`config.mk`:
```
export PLATFORM = sky130hd
export DESIGN_NAME = decodeExecCore
export DESIGN_NICKNAME = d
export VERILOG_FILES = /design/src/source/coreTypes.sv /design/src/source/regFile.sv /design/src/source/instrDecoder.sv /design/src/source/pipeReg.sv /design/src/source/execUnit.sv /design/src/source/decodeExecCore.sv
export SDC_FILE = /design/constraint.sdc
export NUM_CORES = 2
export LEC_CHECK = 0
export ABC_AREA = 0
export BUFFER_PORTS_ARGS = -buffer_cell sky130_fd_sc_hd__buf_2
export CAP_MARGIN = 20
export CELL_PAD_IN_SITES_DETAIL_PLACEMENT = 2
export CELL_PAD_IN_SITES_GLOBAL_PLACEMENT = 2
export CORE_MARGIN = 5
export CORE_UTILIZATION = 44
export CTS_CLUSTER_SIZE = 12
export DETAILED_ROUTE_END_ITERATION = 16
export PLACE_DENSITY_LB_ADDON = 0.08
export SLEW_MARGIN = 20
export SYNTH_ARGS = -nofsm -noshare
export SYNTH_HDL_FRONTEND = slang
export SYNTH_HIERARCHICAL = 1
export SYNTH_SLANG_ARGS = --single-unit
```
`constraint.sdc`:
```
create_clock -name clk -period 10.6 [get_ports clk]
set_input_delay 1.06 -clock clk [delete_from_list [all_inputs] [get_ports clk]]
set_output_delay 1.06 -clock clk [all_outputs]
set_load 0.005 [all_outputs]
```
`src/source/coreTypes.sv`:
```
package coreTypes;

    // Datapath widths
    localparam int xlen     = 32;                 // Data and PC width
    localparam int regAddrW = 5;                  // Register index width
    localparam int regCount = 32;                 // Architectural registers incl. x0
    localparam int shamtW   = 5;                  // Shift amount bits taken from operand B
    localparam int opcodeW  = 7;

    // Major opcodes handled by this slice
    localparam logic [opcodeW-1:0] opReg    = 7'b0110011;  // R-type ALU
    localparam logic [opcodeW-1:0] opImm    = 7'b0010011;  // I-type ALU
    localparam logic [opcodeW-1:0] opLui    = 7'b0110111;
    localparam logic [opcodeW-1:0] opBranch = 7'b1100011;  // Only BEQ and BNE

    // funct3 codes shared by R-type and I-type
    localparam logic [2:0] f3AddSub = 3'b000;
    localparam logic [2:0] f3Sll    = 3'b001;
    localparam logic [2:0] f3Slt    = 3'b010;
    localparam logic [2:0] f3Xor    = 3'b100;
    localparam logic [2:0] f3Srl    = 3'b101;
    localparam logic [2:0] f3Or     = 3'b110;
    localparam logic [2:0] f3And    = 3'b111;

    // Branch funct3
    localparam logic [2:0] f3Beq = 3'b000;
    localparam logic [2:0] f3Bne = 3'b001;

    // funct7 values
    localparam logic [6:0] f7Base = 7'b0000000;
    localparam logic [6:0] f7Alt  = 7'b0100000;   // SUB

    // ALU operations, zero encodes add so a cleared bundle is harmless
    typedef enum logic [3:0] {
        aluAdd   = 4'd0,
        aluSub   = 4'd1,
        aluAnd   = 4'd2,
        aluOr    = 4'd3,
        aluXor   = 4'd4,
        aluSlt   = 4'd5,
        aluSll   = 4'd6,
        aluSrl   = 4'd7,
        aluPassB = 4'd8                           // LUI result is the immediate
    } aluOpT;

    // Decode-stage control
    typedef struct packed {
        logic  regWrite;                          // Writes rd at retire
        aluOpT aluOp;
        logic  aluSrcImm;                         // Operand B from imm
        logic  branchNe;                          // BNE polarity
        logic  branch;                            // BEQ or BNE
    } ctrlBundleT;

    // Contents of the decode/execute register
    typedef struct packed {
        logic                valid;
        ctrlBundleT          ctrl;
        logic [xlen-1:0]     pc;
        logic [xlen-1:0]     rs1Data;             // Register file value at decode
        logic [xlen-1:0]     rs2Data;
        logic [xlen-1:0]     imm;                 // Already sign extended
        logic [regAddrW-1:0] rs1;                 // Kept for forwarding compare
        logic [regAddrW-1:0] rs2;
        logic [regAddrW-1:0] rd;
    } decodeBundleT;

    // Contents of the execute/retire register and the top-level output
    typedef struct packed {
        logic                valid;
        logic                regWrite;
        logic [regAddrW-1:0] rd;
        logic [xlen-1:0]     result;
        logic                branchTaken;
        logic [xlen-1:0]     branchTarget;
        logic [xlen-1:0]     pc;
    } retireBundleT;

endpackage

```
`src/source/regFile.sv`:
```
`timescale 1ns/1ns

module regFile (
    input  logic                               clk,
    input  logic                               arstN,
    input  logic [coreTypes::regAddrW-1:0]     rs1Addr,
    input  logic [coreTypes::regAddrW-1:0]     rs2Addr,
    output logic [coreTypes::xlen-1:0]         rs1Data,
    output logic [coreTypes::xlen-1:0]         rs2Data,
    input  logic                               wrEn,
    input  logic [coreTypes::regAddrW-1:0]     wrAddr,
    input  logic [coreTypes::xlen-1:0]         wrData
);

    // x0 has no storage
    logic [coreTypes::xlen-1:0] regs [1:coreTypes::regCount-1];
    logic                       wrLive;             // Write that actually lands

    assign wrLive = wrEn && (wrAddr != '0);

    always_ff @(posedge clk or negedge arstN)
    begin
        if (!arstN)
        begin
            for (int i = 1; i < coreTypes::regCount; i++)
            begin
                regs[i] <= '0;
            end
        end
        else if (wrLive)
        begin
            regs[wrAddr] <= wrData;
        end
    end

    // Write-first read with x0 tied to zero
    function automatic logic [coreTypes::xlen-1:0] readPort(
        input logic [coreTypes::regAddrW-1:0] addr
    );
        logic [coreTypes::xlen-1:0] value;
        if (addr == '0)
            value = '0;
        else if (wrLive && (addr == wrAddr))
            value = wrData;                         // Bypass the pending write
        else
            value = regs[addr];
        return value;
    endfunction

    always_comb
    begin
        rs1Data = readPort(rs1Addr);
        rs2Data = readPort(rs2Addr);
    end

endmodule

```
`src/source/instrDecoder.sv`:
```
`timescale 1ns/1ns

module instrDecoder (
    input  logic                               instrValid,
    input  logic [coreTypes::xlen-1:0]         instr,
    input  logic [coreTypes::xlen-1:0]         pc,
    output logic [coreTypes::regAddrW-1:0]     rs1Addr,
    output logic [coreTypes::regAddrW-1:0]     rs2Addr,
    input  logic [coreTypes::xlen-1:0]         rs1Data,
    input  logic [coreTypes::xlen-1:0]         rs2Data,
    output coreTypes::decodeBundleT            decoded
);

    logic [coreTypes::opcodeW-1:0] opcode;
    logic [2:0]                    funct3;
    logic [6:0]                    funct7;
    coreTypes::ctrlBundleT         ctrl;           // Raw decode before valid gating
    logic [coreTypes::xlen-1:0]    imm;
    logic                          supported;      // Encoding is one we execute
    logic                          live;

    // Instruction fields
    assign opcode  = instr[6:0];
    assign funct3  = instr[14:12];
    assign funct7  = instr[31:25];
    assign rs1Addr = instr[19:15];
    assign rs2Addr = instr[24:20];

    always_comb
    begin
        ctrl      = '0;
        imm       = '0;
        supported = 1'b0;
        case (opcode)
            coreTypes::opReg:
            begin
                ctrl.regWrite = 1'b1;
                supported     = (funct7 == coreTypes::f7Base);  // Most R-type ops
                case (funct3)
                    coreTypes::f3AddSub:
                    begin
                        // SUB is the only alternate funct7 we accept
                        ctrl.aluOp = (funct7 == coreTypes::f7Alt) ? coreTypes::aluSub
                                                                  : coreTypes::aluAdd;
                        supported  = (funct7 == coreTypes::f7Base)
                                  || (funct7 == coreTypes::f7Alt);
                    end
                    coreTypes::f3And: ctrl.aluOp = coreTypes::aluAnd;
                    coreTypes::f3Or:  ctrl.aluOp = coreTypes::aluOr;
                    coreTypes::f3Xor: ctrl.aluOp = coreTypes::aluXor;
                    coreTypes::f3Slt: ctrl.aluOp = coreTypes::aluSlt;
                    coreTypes::f3Sll: ctrl.aluOp = coreTypes::aluSll;
                    coreTypes::f3Srl: ctrl.aluOp = coreTypes::aluSrl;
                    default:          supported  = 1'b0;           // SLTU
                endcase
            end
            coreTypes::opImm:
            begin
                ctrl.regWrite  = 1'b1;
                ctrl.aluSrcImm = 1'b1;
                imm            = {{20{instr[31]}}, instr[31:20]};  // I-type
                supported      = 1'b1;
                case (funct3)
                    coreTypes::f3AddSub: ctrl.aluOp = coreTypes::aluAdd;
                    coreTypes::f3And:    ctrl.aluOp = coreTypes::aluAnd;
                    coreTypes::f3Or:     ctrl.aluOp = coreTypes::aluOr;
                    coreTypes::f3Xor:    ctrl.aluOp = coreTypes::aluXor;
                    coreTypes::f3Slt:    ctrl.aluOp = coreTypes::aluSlt;
                    default:             supported  = 1'b0;       // Immediate shifts, SLTIU
                endcase
            end
            coreTypes::opLui:
            begin
                ctrl.regWrite  = 1'b1;
                ctrl.aluSrcImm = 1'b1;
                ctrl.aluOp     = coreTypes::aluPassB;
                imm            = {instr[31:12], 12'b0};          // U-type
                supported      = 1'b1;
            end
            coreTypes::opBranch:
            begin
                // Equality checked on the subtract result
                ctrl.branch   = 1'b1;
                ctrl.aluOp    = coreTypes::aluSub;
                ctrl.branchNe = (funct3 == coreTypes::f3Bne);
                imm           = {{20{instr[31]}}, instr[7], instr[30:25],
                                 instr[11:8], 1'b0};             // B-type
                supported     = (funct3 == coreTypes::f3Beq)
                             || (funct3 == coreTypes::f3Bne);
            end
            default:
            begin
                supported = 1'b0;                                // Becomes a bubble
            end
        endcase
    end

    assign live = instrValid && supported;

    // Pack the bundle, a bubble carries no control
    always_comb
    begin
        decoded         = '0;
        decoded.valid   = live;
        decoded.ctrl    = live ? ctrl : '0;
        decoded.pc      = pc;
        decoded.rs1Data = rs1Data;
        decoded.rs2Data = rs2Data;
        decoded.imm     = imm;
        decoded.rs1     = rs1Addr;
        decoded.rs2     = rs2Addr;
        decoded.rd      = instr[11:7];
    end

endmodule

```
`src/source/pipeReg.sv`:
```
`timescale 1ns/1ns

module pipeReg #(
    parameter type payloadT = logic [7:0]
) (
    input  logic    clk,
    input  logic    arstN,
    input  logic    clear,    // Squash to a bubble at the next edge
    input  payloadT d,
    output payloadT q
);

    // All-zero payload is a bubble for every stage bundle
    always_ff @(posedge clk or negedge arstN)
    begin
        if (!arstN)
        begin
            q <= payloadT'(0);
        end
        else if (clear)
        begin
            q <= payloadT'(0);    // Synchronous clear wins over capture
        end
        else
        begin
            q <= d;
        end
    end

endmodule

```
`src/source/execUnit.sv`:
```
`timescale 1ns/1ns

module execUnit (
    input  coreTypes::decodeBundleT stage,
    input  coreTypes::retireBundleT fwd,          // Retire register, one ahead
    output coreTypes::retireBundleT result,
    output logic                    branchTaken
);

    logic                       fwdLive;          // Retire stage will write a real register
    logic                       fwdRs1;
    logic                       fwdRs2;
    logic [coreTypes::xlen-1:0] srcA;
    logic [coreTypes::xlen-1:0] srcB;             // rs2 after forwarding
    logic [coreTypes::xlen-1:0] opB;              // After immediate select
    logic [coreTypes::shamtW-1:0] shamt;
    logic [coreTypes::xlen-1:0] aluOut;
    logic                       operandsEqual;

    // Forwarding from the retire register
    assign fwdLive = fwd.valid && fwd.regWrite && (fwd.rd != '0);
    assign fwdRs1  = fwdLive && (fwd.rd == stage.rs1);
    assign fwdRs2  = fwdLive && (fwd.rd == stage.rs2);

    assign srcA = fwdRs1 ? fwd.result : stage.rs1Data;
    assign srcB = fwdRs2 ? fwd.result : stage.rs2Data;
    assign opB  = stage.ctrl.aluSrcImm ? stage.imm : srcB;

    assign shamt = opB[coreTypes::shamtW-1:0];     // Only low bits shift

    always_comb
    begin
        case (stage.ctrl.aluOp)
            coreTypes::aluAdd:   aluOut = srcA + opB;
            coreTypes::aluSub:   aluOut = srcA - opB;
            coreTypes::aluAnd:   aluOut = srcA & opB;
            coreTypes::aluOr:    aluOut = srcA | opB;
            coreTypes::aluXor:   aluOut = srcA ^ opB;
            coreTypes::aluSlt:
            begin
                // Signed compare
                aluOut = {{(coreTypes::xlen-1){1'b0}}, ($signed(srcA) < $signed(opB))};
            end
            coreTypes::aluSll:   aluOut = srcA << shamt;
            coreTypes::aluSrl:   aluOut = srcA >> shamt;  // Logical
            coreTypes::aluPassB: aluOut = opB;
            default:             aluOut = '0;
        endcase
    end

    // BEQ/BNE use the subtract, zero means equal
    assign operandsEqual = (aluOut == '0);

    assign branchTaken = stage.valid && stage.ctrl.branch
                      && (operandsEqual ^ stage.ctrl.branchNe);

    // Retire bundle
    always_comb
    begin
        result              = '0;
        result.valid        = stage.valid;
        result.regWrite     = stage.valid && stage.ctrl.regWrite;  // Branches never write
        result.rd           = stage.rd;
        result.result       = aluOut;
        result.branchTaken  = branchTaken;
        result.branchTarget = stage.ctrl.branch ? (stage.pc + stage.imm) : '0;
        result.pc           = stage.pc;
    end

endmodule

```
`src/source/decodeExecCore.sv`:
```
`timescale 1ns/1ns

module decodeExecCore (
    input  logic                        clk,
    input  logic                        arstN,
    input  logic                        instrValid,  // instr and pc valid this cycle
    input  logic [coreTypes::xlen-1:0]  instr,
    input  logic [coreTypes::xlen-1:0]  pc,
    input  logic                        flush,       // Drop everything in flight
    output coreTypes::retireBundleT     retire
);

    logic [coreTypes::regAddrW-1:0] rs1Addr;
    logic [coreTypes::regAddrW-1:0] rs2Addr;
    logic [coreTypes::xlen-1:0]     rs1Data;
    logic [coreTypes::xlen-1:0]     rs2Data;
    coreTypes::decodeBundleT        decodeD;         // Decoder output
    coreTypes::decodeBundleT        decodeE;         // Held in execute
    coreTypes::retireBundleT        execOut;
    logic                           branchTaken;
    logic                           idExClear;

    // Decode stage
    instrDecoder decoder (
        .instrValid (instrValid),
        .instr      (instr),
        .pc         (pc),
        .rs1Addr    (rs1Addr),
        .rs2Addr    (rs2Addr),
        .rs1Data    (rs1Data),
        .rs2Data    (rs2Data),
        .decoded    (decodeD)
    );

    // Written from the retire register
    regFile regs (
        .clk     (clk),
        .arstN   (arstN),
        .rs1Addr (rs1Addr),
        .rs2Addr (rs2Addr),
        .rs1Data (rs1Data),
        .rs2Data (rs2Data),
        .wrEn    (retire.valid && retire.regWrite),
        .wrAddr  (retire.rd),
        .wrData  (retire.result)
    );

    // Taken branch squashes the younger instruction in decode
    assign idExClear = flush || branchTaken;

    pipeReg #(
        .payloadT (coreTypes::decodeBundleT)
    ) idEx (
        .clk   (clk),
        .arstN (arstN),
        .clear (idExClear),
        .d     (decodeD),
        .q     (decodeE)
    );

    // Execute stage
    execUnit exec (
        .stage       (decodeE),
        .fwd         (retire),
        .result      (execOut),
        .branchTaken (branchTaken)
    );

    pipeReg #(
        .payloadT (coreTypes::retireBundleT)
    ) exRet (
        .clk   (clk),
        .arstN (arstN),
        .clear (flush),
        .d     (execOut),
        .q     (retire)
    );

endmodule

```
==> reports/metrics.yaml <==
placed_design:
  place.gp.congestion: 0.978
  dp_hpwl_mm: 206
  dpl_worst_slack_ns: 1.40
  place.port_buffers: 171
yosys:
  syn_inst: 6617
  yosys-top-cells-area: "dfrtp_1, mux2_2, mux4_2"
  synthTopCellsByCount: "dfrtp_1, mux2_2, nor2b_1, mux4_2, nand2_1"
  synth_area_sq_um: 75800
  synth_compound_area_frac: 0.115
  yosysTopAreaCellShare: 0.412
  yosysSeqAreaShare: 0.412
  syn_nets: 6816
  synthAdderAreaFrac: 0.0219
  synth.most_common_cell: "dfrtp_1"
  ys_async_sr_fraction: 1.00
  ys.flop_type: "dfrtp_1"
  yosysWarnings: 6
  ys_ff_latch: 1248
  synth_top_family_by_area: "multiplexers"
  syn_avg_cell_area_sq_um: 11.4
  muxShareOfSynthArea: 0.281
  synth_xor_area_frac: 0.00600
  synthSimpleGateAreaFrac: 0.102
  synth_cell_types: 111
  yosysTopAreaCell: "dfrtp_1"
  synth_edf_count: 0
timing:
  worstMarginPinSlew_ns: 1.18
  min_period_ns: 9.36
  rsz0062_at_grt: "false"
  finalSetupViolCount: 0
  fin_hold_ws_ns: 0.209
  fin_tns_setup_ns: 0
  fin_ws_ns: 1.24
  finalCritPeriodShare: 0.883
  slew_violations: 0
  final_hold_viol_count: 0
  slew_headroom: 0.206
  fin_worst_skew_ns: 0.0209
  max_freq_mhz: 107
clock_tree:
  clkSinkCount: 1248
  post-cts-setup-buffers: 0
  clock_path_buffers: 3
  cts-root-buf: "clkbuf_16"
  tritoncts: "built"
  clk-insertion-delay-late_ns: 0.81
  cts_resized: 0
  h-tree-depth: 4
  numCtsBuffers: 148
  clk_pin_slew_ns: 0.06
  hold_buffers: 0
die:
  rows: 152
  dieHeight_um: 425
  core_area_sq_um: 171000
  pin_count: 172
  start_util: 0.442
  fp.dieW_um: 425
  die_area_sq_um: 181000
power_and_ir_drop:
  intPower_mw: 8.12
  pwr-share-clk: 0.456
  seqPwrFrac: 0.433
  vdd_drop_max_uv: 182
  combPwrFrac: 0.111
  p_sw_mw: 3.05
  power.density_nw_per_um2: 136
  p_leak_nw: 37.0
  p_sw_frac: 0.273
grt:
  grt_pass1_vias: 63600
  grt_pass1_wl_mm: 473
  globalRouteOverflowTotal: 0
  antenna_found_initial: 26
  track_usage: 0.359
  grt_max_degree: 163
detailed_routing:
  ant_nets: 0
  routedWlPerCell_um: 37.5
  wl_mm: 330
  drc: 0
  drtIter0Drc: 5408
  via_per_inst: 6.74
  first_pass_iters: 6
  vias: 59200
setup_path:
  critical_path_class: "register to register"
  cp-start-kind: "register"
  critPathRequiredTime_ns: 11.27
  crit_path_max_fanout: 60
  end_kind: "register"
  critPathSlowestCell: "dfrtp_1"
  critPathLaunch: "exRet/q[97]"
  reg2reg_from: "exRet/q[97]"
  r2r_cells: 27
  rr_endpoint: "idEx/q[31]"
  rrSetupSlack_ns: 1.24
  max_stage_delay_ns: 0.79
  worstPathArrival_ns: 10.03
cells_and_area:
  nets: 6559
  area_growth_syn_to_layout_pct: 8.22
  fillers: 16700
  layout-drive-gt1-share: 0.311
run_status:
  status: "complete, no violations"
flow_run:
  maxCapViolCount: 0
hold_path:
  min_path_type: "input port to asynchronous set/reset pin"
[stage by stage]
step | instance area [sq um] | power [mW] | std cells | utilization
global route | 82000 | 11.5 | 8776 | 0.478
finish | 82000 | 11.2 | 8786 | 0.478
CTS | 81900 | 11.2 | 8774 | 0.478
detailed placement | 77200 | 6.13 | 8520 | 0.450
global placement | 77200 | 6.11 | 8520 | 0.450
floorplan | 75800 | 5.62 | 6617 | -
[power by group through the flow]
stage	registers [mW]	logic [mW]	clock network, mW
after global placement	4.91	1.19	0
final	4.83	1.24	5.10
after floorplan	4.91	0.705	0
after CTS	4.83	1.22	5.18
after global routing	4.83	1.30	5.39
after detailed placement	4.91	1.21	0
[worst max-delay path by stage]
| stage | to | depth (start not counted) |
|---|---|---|
| after floorplan | idEx/q[143] | 31 |
| after global placement | idEx/q[123] | 26 |
| after detailed placement | idEx/q[73] | 27 |
| after CTS | idEx/q[100] | 27 |
| after global routing | idEx/q[31] | 27 |
| final | idEx/q[31] | 27 |
[state kept, by name, indices dropped and copies added, names as in the netlist]
register and cells:
regs/regs 992, idEx/q 152, exRet/q 104
[final cells by class]
class	instances	area, sq um	area share
multi-input combinational	4499	40200	0.490
timing repair buffer	340	2360	0.0288
clock inverter	40	433	0.00528
inverter	123	477	0.00581
tap	2310	2890	0.0353
antenna	12	30.0	0.000366
clock buffer	214	4340	0.0530
sequential	1248	31200	0.381
[metal layers]
metal / wire length (um) / track usage
met5: 48 / 0
met4: 17200 / 0.164
met3: 22500 / 0.0655
met2: 153000 / 0.575
met1: 136000 / 0.476
[kinds of logic (layout without fill, tap and decap cells)]
family          after synthesis  after routing
mux                        1529           1529
simple gates               1503           1503
compound gates             1285           1285
flops                      1248           1248
buf+inv                     870            717
fa+ha+maj                   131            131
xor+xnor                     51             51
other cells                   0             12
[worst max-delay path: cells and delay by family, from the launching register on]
kind,cells,cell delay [ns]
buf+inv,3,0.66
simple gates,14,5.06
fa+ha+maj,1,0.62
xor+xnor,1,0.23
flops,1,0.79
mux,2,0.50
compound gates,6,1.29
[placed cells by master (no fill, tap or decap), drive strengths merged, types with 25 or more instances in the layout]
| cell | count |
|---|---|
| xnor2 | 35 |
| mux2 | 965 |
| o211ai | 46 |
| o22ai | 52 |
| a31oi | 61 |
| dfrtp | 1248 |
| o21ai | 328 |
| nor2 | 292 |
| nor3b | 25 |
| ha | 128 |
| a22oi | 85 |
| a221oi | 81 |
| clkbuf | 214 |
| nor4 | 59 |
| nand2 | 378 |
| a21oi | 185 |
| a21o | 40 |
| a211oi | 168 |
| nor2b | 416 |
| nand3 | 66 |
| nand2b | 26 |
| mux4 | 382 |
| inv | 127 |
| buf | 340 |
| clkinv | 28 |
| o221ai | 35 |
| mux2i | 182 |
| and2 | 39 |
| nor3 | 88 |
Note: power is estimated with default switching activity, not from simulation.
